$ cat src/common/cp0_pkg.sv
package cp0_pkg;

	// cp0 register numbers
	localparam logic [4:0] CP0_BADVADDR = 5'd8;
	localparam logic [4:0] CP0_COUNT    = 5'd9;
	localparam logic [4:0] CP0_COMPARE  = 5'd11;
	localparam logic [4:0] CP0_STATUS   = 5'd12;
	localparam logic [4:0] CP0_CAUSE    = 5'd13;
	localparam logic [4:0] CP0_EPC      = 5'd14;
	localparam logic [4:0] CP0_PRID     = 5'd15;
	localparam logic [4:0] CP0_CONFIG   = 5'd16;

	localparam logic [31:0] STATUS_RESET = 32'h0040_0000; // bev only
	localparam logic [31:0] CONFIG_RESET = 32'h0000_8000;
	localparam logic [31:0] PRID_RESET   = 32'h004c_0102;

	localparam logic [31:0] EXC_VECTOR = 32'hbfc0_0380; // general vector, bev=1

	// status fields
	localparam int STATUS_IE  = 0;
	localparam int STATUS_EXL = 1;
	localparam int STATUS_IM  = 8; // lsb of im7..0

	// cause fields
	localparam int CAUSE_BD  = 31;
	localparam int CAUSE_TI  = 30;
	localparam int CAUSE_IP  = 8; // lsb of ip7..0
	localparam int CAUSE_EXC = 2; // lsb of 5-bit exccode

	// resolved exception, one per committing instruction
	typedef enum logic [4:0] {
		EXC_NONE,
		EXC_INT,
		EXC_ADEL,
		EXC_ADES,
		EXC_SYS,
		EXC_BP,
		EXC_RI,
		EXC_OV,
		EXC_TR,
		EXC_ERET
	} exc_type_e;

	// cause.exccode encodings
	typedef enum logic [4:0] {
		EXCCODE_INT  = 5'h00,
		EXCCODE_ADEL = 5'h04,
		EXCCODE_ADES = 5'h05,
		EXCCODE_SYS  = 5'h08,
		EXCCODE_BP   = 5'h09,
		EXCCODE_RI   = 5'h0a,
		EXCCODE_OV   = 5'h0c,
		EXCCODE_TR   = 5'h0d
	} exc_code_e;

endpackage

$ cat src/common/exc_if.sv
interface exc_if import cp0_pkg::*; ();

	exc_type_e   exc_type;
	logic [31:0] pc;       // faulting instruction
	logic        in_dslot;
	logic [31:0] bad_addr;

	modport src (
		output exc_type, pc, in_dslot, bad_addr
	);

	modport dst (
		input exc_type, pc, in_dslot, bad_addr
	);

endinterface

$ cat src/cp0/exc_resolve.sv
module exc_resolve import cp0_pkg::*; (
	input  logic        adel_if_i,
	input  logic        adel_i,
	input  logic        ades_i,
	input  logic        sys_i,
	input  logic        bp_i,
	input  logic        ri_i,
	input  logic        ov_i,
	input  logic        tr_i,
	input  logic        eret_i,
	input  logic [31:0] pc_i,
	input  logic        in_dslot_i,
	input  logic [31:0] if_addr_i,
	input  logic [31:0] mem_addr_i,
	input  logic [31:0] status_i,
	input  logic [31:0] cause_i,
	input  logic [31:0] epc_i,
	exc_if.src          exc,
	output logic        flush_o,
	output logic [31:0] new_pc_o
);

	logic      int_pending;
	logic      fetch_err; // bad address came from instruction fetch
	logic [7:0] int_masked;
	exc_type_e exc_type;

	assign int_masked  = cause_i[CAUSE_IP +: 8] & status_i[STATUS_IM +: 8];
	assign int_pending = status_i[STATUS_IE] & ~status_i[STATUS_EXL] & (|int_masked);

	// fixed priority, interrupt first
	always_comb begin
		fetch_err = 1'b0;
		if (int_pending) begin
			exc_type = EXC_INT;
		end else if (adel_if_i) begin
			exc_type  = EXC_ADEL;
			fetch_err = 1'b1;
		end else if (ri_i) begin
			exc_type = EXC_RI;
		end else if (ov_i) begin
			exc_type = EXC_OV;
		end else if (sys_i) begin
			exc_type = EXC_SYS;
		end else if (bp_i) begin
			exc_type = EXC_BP;
		end else if (tr_i) begin
			exc_type = EXC_TR;
		end else if (adel_i) begin
			exc_type = EXC_ADEL;
		end else if (ades_i) begin
			exc_type = EXC_ADES;
		end else if (eret_i) begin
			exc_type = EXC_ERET;
		end else begin
			exc_type = EXC_NONE;
		end
	end

	assign exc.exc_type = exc_type;
	assign exc.pc       = pc_i;
	assign exc.in_dslot = in_dslot_i;
	assign exc.bad_addr = fetch_err ? if_addr_i : mem_addr_i;

	assign flush_o  = (exc_type != EXC_NONE);
	assign new_pc_o = (exc_type == EXC_ERET) ? epc_i : EXC_VECTOR; // eret returns to epc

endmodule

$ cat src/cp0/cp0_regs.sv
module cp0_regs import cp0_pkg::*; (
	input  logic        clk,
	input  logic        rst_i,
	input  logic        stall_i,
	input  logic        we_i,
	input  logic [4:0]  waddr_i,
	input  logic [4:0]  raddr_i,
	input  logic [31:0] wdata_i,
	input  logic [5:0]  int_i,
	exc_if.dst          exc,
	output logic [31:0] rdata_o,
	output logic [31:0] status_o,
	output logic [31:0] cause_o,
	output logic [31:0] epc_o,
	output logic [31:0] count_o,
	output logic        timer_int_o
);

	logic [32:0] count_q; // count is the upper 32 bits
	logic [31:0] compare_q;
	logic [31:0] badvaddr_q;
	logic        wr_en;
	logic        commit;
	logic        timer_next;

	function automatic exc_code_e code_of(exc_type_e t);
		exc_code_e code;
		case (t)
			EXC_ADEL: code = EXCCODE_ADEL;
			EXC_ADES: code = EXCCODE_ADES;
			EXC_SYS:  code = EXCCODE_SYS;
			EXC_BP:   code = EXCCODE_BP;
			EXC_RI:   code = EXCCODE_RI;
			EXC_OV:   code = EXCCODE_OV;
			EXC_TR:   code = EXCCODE_TR;
			default:  code = EXCCODE_INT;
		endcase
		return code;
	endfunction

	assign count_o = count_q[32:1];
	assign wr_en   = we_i & ~stall_i;
	assign commit  = ~stall_i & (exc.exc_type != EXC_NONE);

	always_comb begin
		timer_next = timer_int_o;
		if (wr_en && waddr_i == CP0_COMPARE) begin
			timer_next = 1'b0; // compare write acks the timer
		end else if (compare_q != 32'd0 && count_o == compare_q) begin
			timer_next = 1'b1;
		end
	end

	always_ff @(posedge clk) begin
		if (rst_i) begin
			count_q     <= '0;
			compare_q   <= '0;
			status_o    <= STATUS_RESET;
			cause_o     <= '0;
			epc_o       <= '0;
			timer_int_o <= 1'b0;
		end else begin
			count_q     <= count_q + 33'd1; // runs through stalls
			timer_int_o <= timer_next;
			cause_o[CAUSE_TI] <= timer_next;
			cause_o[CAUSE_IP + 2 +: 6] <= {int_i[5] | timer_next, int_i[4:0]};

			if (wr_en) begin
				case (waddr_i)
					CP0_COUNT:   count_q <= {wdata_i, 1'b0};
					CP0_COMPARE: compare_q <= wdata_i;
					CP0_STATUS:  status_o <= wdata_i;
					CP0_EPC:     epc_o <= wdata_i;
					CP0_CAUSE: begin
						cause_o[CAUSE_IP +: 2] <= wdata_i[CAUSE_IP +: 2]; // sw ip1..0
						cause_o[23:22] <= wdata_i[23:22];
					end
					default: ;
				endcase
			end

			// commit overrides a same-cycle mtc0
			if (commit) begin
				if (exc.exc_type == EXC_ERET) begin
					status_o[STATUS_EXL] <= 1'b0;
				end else begin
					if (exc.in_dslot) begin
						epc_o <= exc.pc - 32'd4; // restart at the branch
						cause_o[CAUSE_BD] <= 1'b1;
					end else begin
						epc_o <= exc.pc;
						cause_o[CAUSE_BD] <= 1'b0;
					end
					cause_o[CAUSE_EXC +: 5] <= code_of(exc.exc_type);
					status_o[STATUS_EXL] <= 1'b1;
				end
			end
		end
	end

	always_ff @(posedge clk) begin
		if (commit && (exc.exc_type == EXC_ADEL || exc.exc_type == EXC_ADES)) begin
			badvaddr_q <= exc.bad_addr;
		end
	end

	// mfc0
	always_comb begin
		case (raddr_i)
			CP0_BADVADDR: rdata_o = badvaddr_q;
			CP0_COUNT:    rdata_o = count_o;
			CP0_COMPARE:  rdata_o = compare_q;
			CP0_STATUS:   rdata_o = status_o;
			CP0_CAUSE:    rdata_o = cause_o;
			CP0_EPC:      rdata_o = epc_o;
			CP0_PRID:     rdata_o = PRID_RESET;
			CP0_CONFIG:   rdata_o = CONFIG_RESET;
			default:      rdata_o = 32'd0;
		endcase
	end

endmodule

$ cat src/rtl/cp0_top.sv
module cp0_top (
	input  logic        clk,
	input  logic        rst_i,
	input  logic        stall_i,
	input  logic        we_i,
	input  logic [4:0]  waddr_i,
	input  logic [4:0]  raddr_i,
	input  logic [31:0] wdata_i,
	input  logic [5:0]  int_i,
	input  logic        adel_if_i,
	input  logic        adel_i,
	input  logic        ades_i,
	input  logic        sys_i,
	input  logic        bp_i,
	input  logic        ri_i,
	input  logic        ov_i,
	input  logic        tr_i,
	input  logic        eret_i,
	input  logic [31:0] pc_i,
	input  logic        in_dslot_i,
	input  logic [31:0] if_addr_i,
	input  logic [31:0] mem_addr_i,
	output logic [31:0] rdata_o,
	output logic        flush_o,
	output logic [31:0] new_pc_o,
	output logic [31:0] status_o,
	output logic [31:0] cause_o,
	output logic [31:0] epc_o,
	output logic [31:0] count_o,
	output logic        timer_int_o
);

	exc_if exc_bus ();

	exc_resolve resolve_i (
		.adel_if_i(adel_if_i), .adel_i(adel_i), .ades_i(ades_i),
		.sys_i(sys_i), .bp_i(bp_i), .ri_i(ri_i),
		.ov_i(ov_i), .tr_i(tr_i), .eret_i(eret_i),
		.pc_i(pc_i), .in_dslot_i(in_dslot_i),
		.if_addr_i(if_addr_i), .mem_addr_i(mem_addr_i),
		.status_i(status_o), .cause_i(cause_o), .epc_i(epc_o), // fed back from regs
		.exc(exc_bus.src), .flush_o(flush_o), .new_pc_o(new_pc_o)
	);

	cp0_regs regs_i (
		.clk(clk), .rst_i(rst_i), .stall_i(stall_i),
		.we_i(we_i), .waddr_i(waddr_i), .raddr_i(raddr_i), .wdata_i(wdata_i),
		.int_i(int_i), .exc(exc_bus.dst),
		.rdata_o(rdata_o), .status_o(status_o), .cause_o(cause_o), .epc_o(epc_o),
		.count_o(count_o), .timer_int_o(timer_int_o)
	);

endmodule

$ cat config.mk
export PLATFORM = sky130hd
export DESIGN_NAME = cp0_top
export DESIGN_NICKNAME = d
export VERILOG_FILES = /design/src/common/cp0_pkg.sv /design/src/common/exc_if.sv /design/src/cp0/exc_resolve.sv /design/src/cp0/cp0_regs.sv /design/src/rtl/cp0_top.sv
export SDC_FILE = /design/constraint.sdc
export NUM_CORES = 1
export LEC_CHECK = 0
export BUFFER_PORTS_ARGS = -buffer_cell sky130_fd_sc_hd__buf_2
export CAP_MARGIN = 10
export CORE_MARGIN = 4
export CORE_UTILIZATION = 46
export DETAILED_ROUTE_END_ITERATION = 8
export GPL_ROUTABILITY_DRIVEN = 0
export GPL_TIMING_DRIVEN = 0
export MAX_ROUTING_LAYER = met4
export PLACE_DENSITY = 0.83
export REMOVE_ABC_BUFFERS = 1
export SYNTH_ARGS = -nofsm -noshare
export SYNTH_HDL_FRONTEND = slang
export SYNTH_HIERARCHICAL = 1
export SYNTH_SLANG_ARGS = --single-unit
export TNS_END_PERCENT = 100
$ cat constraint.sdc
create_clock -name clk -period 9.1 [get_ports clk]
set_clock_uncertainty 0.05 [all_clocks]
set_input_delay 0.455 -clock clk [delete_from_list [all_inputs] [get_ports clk]]
set_output_delay 0.455 -clock clk [all_outputs]
set_load 0.1 [all_outputs]
; ---- Word level (Yosys, flattened, before mapping)
; Cells that the tools add are included.
[totals]
reg_bits = 179
in_bits = 158
out_inout_bits = 194
wordCells = 87
[op_classes]
add_sub_neg = 2
eq_ne = 22
mux = 30
bitwise_logic = 9
n_reduce_logical = 14
[ops]
columns = operator, count
row1 = $pmux W32 S8, 1
row2 = $mux W32, 7
row3 = $eq A5 B4 Y1 const B, 14
row4 = $mux W33, 2
row5 = $mux W5, 9
row6 = $add A33 B1 Y33 const B, 1
row7 = $eq A32 B32 Y1, 1
row8 = $reduce_bool A32 Y1, 1
row9 = $sub A32 B3 Y32 const B, 1
row10 = $pmux W4 S7, 1
row11 = $eq A5 B3 Y1 const B, 4
row12 = $eq A5 B2 Y1 const B, 2
row13 = $reduce_and A2 Y1, 5
row14 = $and A8 B8 Y8, 1
row15 = $reduce_or A8 Y1, 1
row16 = $mux W1, 7
row17 = $eq A5 B5 Y1 const B, 1
row18 = $reduce_bool A5 Y1, 1
row19 = $and A1 B1 Y1, 4
row20 = $mux W2, 2
row21 = $mux W4, 1
row22 = $reduce_bool A2 Y1, 2
row23 = $logic_and A1 B1 Y1, 3
row24 = $not A1 Y1, 3
row25 = 2 further kinds, 2

; ---- Depth between registers and ports, before layout
[logic_depth]
depth_word = 14
ltp_mapped = 10
depth_no_buf = 9

; ---- Modules after synthesis
; The synthesis kept the hierarchy.
[by_module_without_submodules]
columns = mod, n_inst, cells_each, area_each_um2
row1 = cp0_regs, 1, 1117, 9331.4
row2 = exc_resolve, 1, 136, 1271.2

; ---- Worst setup path after synthesis
; No wires, ideal clock.
[synth_timing]
path_kind = reg2reg
startpoint = register regs_i.status_o[11]
endpoint = register regs_i.badvaddr_q[0] (enable)
arrival_ps = 4950
required_time_ps = 8545
path_slack_ps = 3595
path_stages_with_launch = 6
path_buffers = 0
period_less_slack_ps = 5505
cell_sequence = dfxtp_1 a22oi_2 a41oi_4 nor3_1 nand2b_1 nor4_1
[synth_between]
elab_chain_cells = 7
word_cells_on_any_way = 10
cone_classes = 2 x eq/ne / 1 x mux / 3 x bitwise / 4 x reduce/logical
[synth_lines]
columns = item, line
row1 = "start, declared", cp0_regs.sv:12  ; output logic [31:0] status_o,
row2 = "start signal, assigned", cp0_regs.sv:72  ; CP0_STATUS: status_o <= wdata_i;
row3 = $and A8 B8 Y8 *, exc_resolve.sv:28  ; assign int_masked = cause_i[CAUSE_IP +: 8] & status_i[STATUS_IM +: 8];
row4 = $reduce_or A8 Y1 *, exc_resolve.sv:29  ; assign int_pending = status_i[STATUS_IE] & ~status_i[STATUS_EXL] & (|int_masked);
row5 = $and A1 B1 Y1 *, exc_resolve.sv:29
row6 = $mux W5 *, exc_resolve.sv:34  ; if (int_pending) begin
row7 = net exc_bus.exc_type[3], exc_if.sv:3  ; exc_type_e exc_type;
row8 = $reduce_bool A5 Y1 or $eq A5 B2 Y1 (tied branches), "cp0_regs.sv:43, cp0_regs.sv:102"
row9 = $and A1 B1 Y1 or $logic_or A1 B1 Y1 (tied branches), "cp0_regs.sv:43, cp0_regs.sv:102"
row10 = $logic_and A1 B1 Y1 *, cp0_regs.sv:102  ; if (commit && (exc.exc_type == EXC_ADEL || exc.exc_type == EXC_ADES)) begin
row11 = "end signal, assigned", cp0_regs.sv:103  ; badvaddr_q <= exc.bad_addr;
row12 = "end, declared", cp0_regs.sv:21  ; logic [31:0] badvaddr_q;
; Mark *: on every way through the listed nets, which the timed path passes. The rest lies on a longest branch.
; A chain may end at the register's enable or synchronous reset.

; ---- Worst setup path after layout
[layout_timing]
startpoint = input port raddr_i[2]
endpoint = output port rdata_o[1]
[layout_between]
elab_chain_cells = 2
word_cells_on_any_way = 9
cone_classes = 8 x eq/ne / 1 x mux
[layout_lines]
columns = item, line
row1 = "start, declared", cp0_top.sv:7  ; input logic [4:0] raddr_i,
row2 = $eq A5 B5 Y1 or $eq A5 B4 Y1 (tied branches), cp0_regs.sv:109  ; case (raddr_i)
row3 = $pmux W32 S8 *, cp0_regs.sv:109
row4 = "end, declared", cp0_top.sv:23  ; output logic [31:0] rdata_o,
; Every way passes the cells marked *; elsewhere a longest branch is shown, timed or not.

==> run_results.csv <==
group,metric,value,unit
setup_path,worst_path_largest_cell_delay,0.81,ns
setup_path,crit_end,"rdata_o[1]",
routing,routed_wl,39900,um
timing,timing.setup.tns,0,ns
setup_path,startpoint,"raddr_i[2]",
cts,h-tree-depth,4,
routing,ant_nets,0,
yosys,synthDistinctLibCells,61,
final_layout,fill_cells,1992,
routing,drtPass1Iterations,6,
placed_design,io_buffers,335,
min_path,hold_path_class,"in2reg",
global_routing,antenna_found_initial,1,
cts,cts_setup_buffers,0,
setup_path,cp_cell_sequence,"buf_2, or3b_2, nor3_2, buf_6, a22oi_1, nand4_1, buf_2",
yosys,synthCells,1253,
timing,max_freq,292,MHz
setup_path,rr_startpoint,"regs_i/cause_o[11]",
yosys,synthArstFlopShare,0,%
timing,period_minus_slack,3.43,ns
setup_path,r2r_end,"regs_i/cause_o[5]",
flow_run,maxCapViolations,0,
cts,cts.clk_slew.worst_paths,0.07,ns
setup_path,path_buf_inv,3,
timing,drv_slew,0,
setup_path,rrSetupSlack,5.76,ns
die,start_util,46.8,%
global_routing,grt_use_total,31.0,%
final_layout,final_common_cell,"buf_2",
routing,wl_met1,15900,um
timing,setup_violations,0,
cts,clock_path_buffers,2,
setup_path,slowest_stage,"nor3_2",
cts,cts-buffers-inserted,17,
timing,hold_slack,0.175,ns
final_layout,final_cell_mix,"334 x buf_2, 229 x nand2_1, 145 x dfxtp_1",
yosys,synth_top_area_share,27.4,%
timing,slew_headroom,30.7,%
cts,clock-root-buffer,"clkbuf_16",
cts,cts_tree,"built",
die,die_area,25500,sq um
setup_path,startpoint_type,"input pin",
timing,finalHoldViolCount,0,
final_layout,syn2layout_area_growth,20.1,%
pwr,p_leak,5.55,nW
setup_path,cp_common_cell,"buf_2",
yosys,synth-main-ff-cell,"dfxtp_1",
timing,worst-slew-pin-transition,1.03,ns
setup_path,worstPathArrival,2.93,ns
routing,top_layer_used,"met4",
yosys,ys_ff_latch,177,
global_routing,grt_start_max_net_pins,112,
die,std_cell_rows,55,
die,die_x,160,um
routing,wl_met3,3850,um
timing,fin_crit_sh,37.7,%
cts,clk_latency,0.44,ns
timing,rsz0062_at_grt,"false",
cts,post_cts_resized,0,
global_routing,grt_first_pass_wirelength,60700,um
pwr,ir_worst_vdd,0.000112,V
placed_design,dp_hpwl,29800,um
yosys,synth-edff-count,32,
setup_path,end_kind,"primary output",
global_routing,grt_pass1_vias,10500,
global_routing,grt-ovfl-total,0,
setup_path,ff2ff_path_depth,8,
routing,viasPerCell,6.06,
die,coreArea,22600,sq um
pwr,p_total,2.02,mW
yosys,synth_largest_area_cell,"dfxtp_1",
die,io_pins,352,
routing,route.met2.wl,18500,um
routing,drc,0,
yosys,avgSynthCellArea,8.46,sq um
cts,cts.sinks,177,
cts,postCtsHoldBufs,0,
routing,wl_per_cell,22.5,um
die,die_y,160,um
setup_path,criticalPathCategory,"in2out",
yosys,netlist_area,10600,sq um
pwr,power.density,158,nW/um^2
yosys,ys.warnings.count,6,
final_layout,final_nets,1635,
setup_path,cp_max_fo,11,
run_status,status,"completed",
final_layout,drive_gt1_share,31.7,%
routing,drt_iter0_drc,1470,
yosys,synth.area.top_cells,"dfxtp_1 27%, edfxtp_1 9.1%, nand2_1 8.1%",
setup_path,crit_required,8.60,ns
routing,vias,10700,
yosys,yosysSeqAreaShare,36.4,%
setup_path,cp.depth,7,
setup_path,critPathTopFamily,"simple AND/OR/NAND/NOR gates",
state kept, by name, summed over array words and instances (netlist names):
name               flops
regs_i/compare_q      32
regs_i/epc_o          32
regs_i/count_q        33
regs_i/badvaddr_q     32
regs_i/cause_o        16
regs_i/status_o       32
worst register-to-register path: stages (launching register included):
cell	delay, ns
dfxtp_1	0.35
a22oi_2	0.39
a41oi_4	0.26
nor3_1	0.79
nor3_1	0.19
a21o_2	0.46
buf_12	0.27
or3_1	0.35
a21oi_1	0.15
cells in the mapped netlist, types with 10 or more instances:
| library cell | instances |
|---|---|
| clkbuf_1 | 76 |
| mux2_4 | 30 |
| and2_1 | 20 |
| a222oi_1 | 10 |
| xor2_1 | 63 |
| nor4_1 | 28 |
| or3_1 | 12 |
| nand2_1 | 230 |
| nor2_1 | 73 |
| dfxtp_1 | 145 |
| a22oi_1 | 67 |
| nand4_1 | 19 |
| a311oi_1 | 20 |
| a211oi_1 | 31 |
| nor3_1 | 19 |
| xnor2_1 | 25 |
| a21oi_1 | 89 |
| edfxtp_1 | 32 |
| nand2b_1 | 17 |
| nand3_1 | 38 |
| buf_4 | 84 |
| a31o_2 | 13 |
cell type report:
class	count	area (sq um)	area share [%]
Antenna cell	2	5.00	0.0393
Sequential cell	177	3860	30.4
Inverter	7	26.3	0.206
Clock buffer	18	439	3.45
Clock inverter	14	186	1.46
Timing Repair Buffer	361	2060	16.2
Tap cell	285	357	2.80
Multi-Input combinational cell	911	5790	45.5
report_power, final:
group          leakage, nW  total, mW  switching (mW)  internal, mW
sequential            1.47      0.850          0.0253         0.824
clock                0.299      0.787           0.320         0.466
combinational         3.78      0.381           0.286        0.0948
worst min path at each step:
stage / from / to / depth (start not counted)
6_report: int_i[3] / regs_i/cause_o[13] / 2
5_1_grt: int_i[3] / regs_i/cause_o[13] / 2
4_1_cts: int_i[3] / regs_i/cause_o[13] / 2
3_5_place_dp: regs_i/status_o[24] / regs_i/status_o[24] / 2
3_3_place_gp: regs_i/status_o[2] / regs_i/status_o[2] / 2
2_1_floorplan: regs_i/count_q[0] / regs_i/count_q[0] / 1
logic make-up after synthesis:
| logic type | count (synthesis) | synth area share, % |
|---|---|---|
| AND/OR/NAND/NOR | 514 | 24.1 |
| AO/OA/AOI/OAI | 251 | 16.7 |
| buffers and inverters | 180 | 10.0 |
| flip-flops | 177 | 36.4 |
| XOR/XNOR | 88 | 7.27 |
| multiplexers | 39 | 5.12 |
| adder cells (fa/ha/maj) | 2 | 0.236 |
| other | 2 | 0.0708 |
stage by stage:
step / std cells / worst slack [ns] / util, % / instance area (sq um)
finish: 1775 / 5.67 / 56.2 / 12700
global route: 1774 / 5.59 / 56.2 / 12700
CTS: 1773 / 5.69 / 56.2 / 12700
detailed placement: 1741 / 5.70 / 53.4 / 12100
global placement: 1715 / 0.803 / 51.5 / 11700
floorplan: 1095 / 3.59 / - / 9620
routing by layer:
| layer | up-vias | track usage, % |
|---|---|---|
| met1 | 5081 | 39.3 |
| met5 | - | - |
| li1 | 4825 | - |
| met4 | 0 | 13.6 |
| met3 | 130 | 5.75 |
| met2 | 712 | 48.5 |
Note: power is estimated with default switching activity, not from simulation.
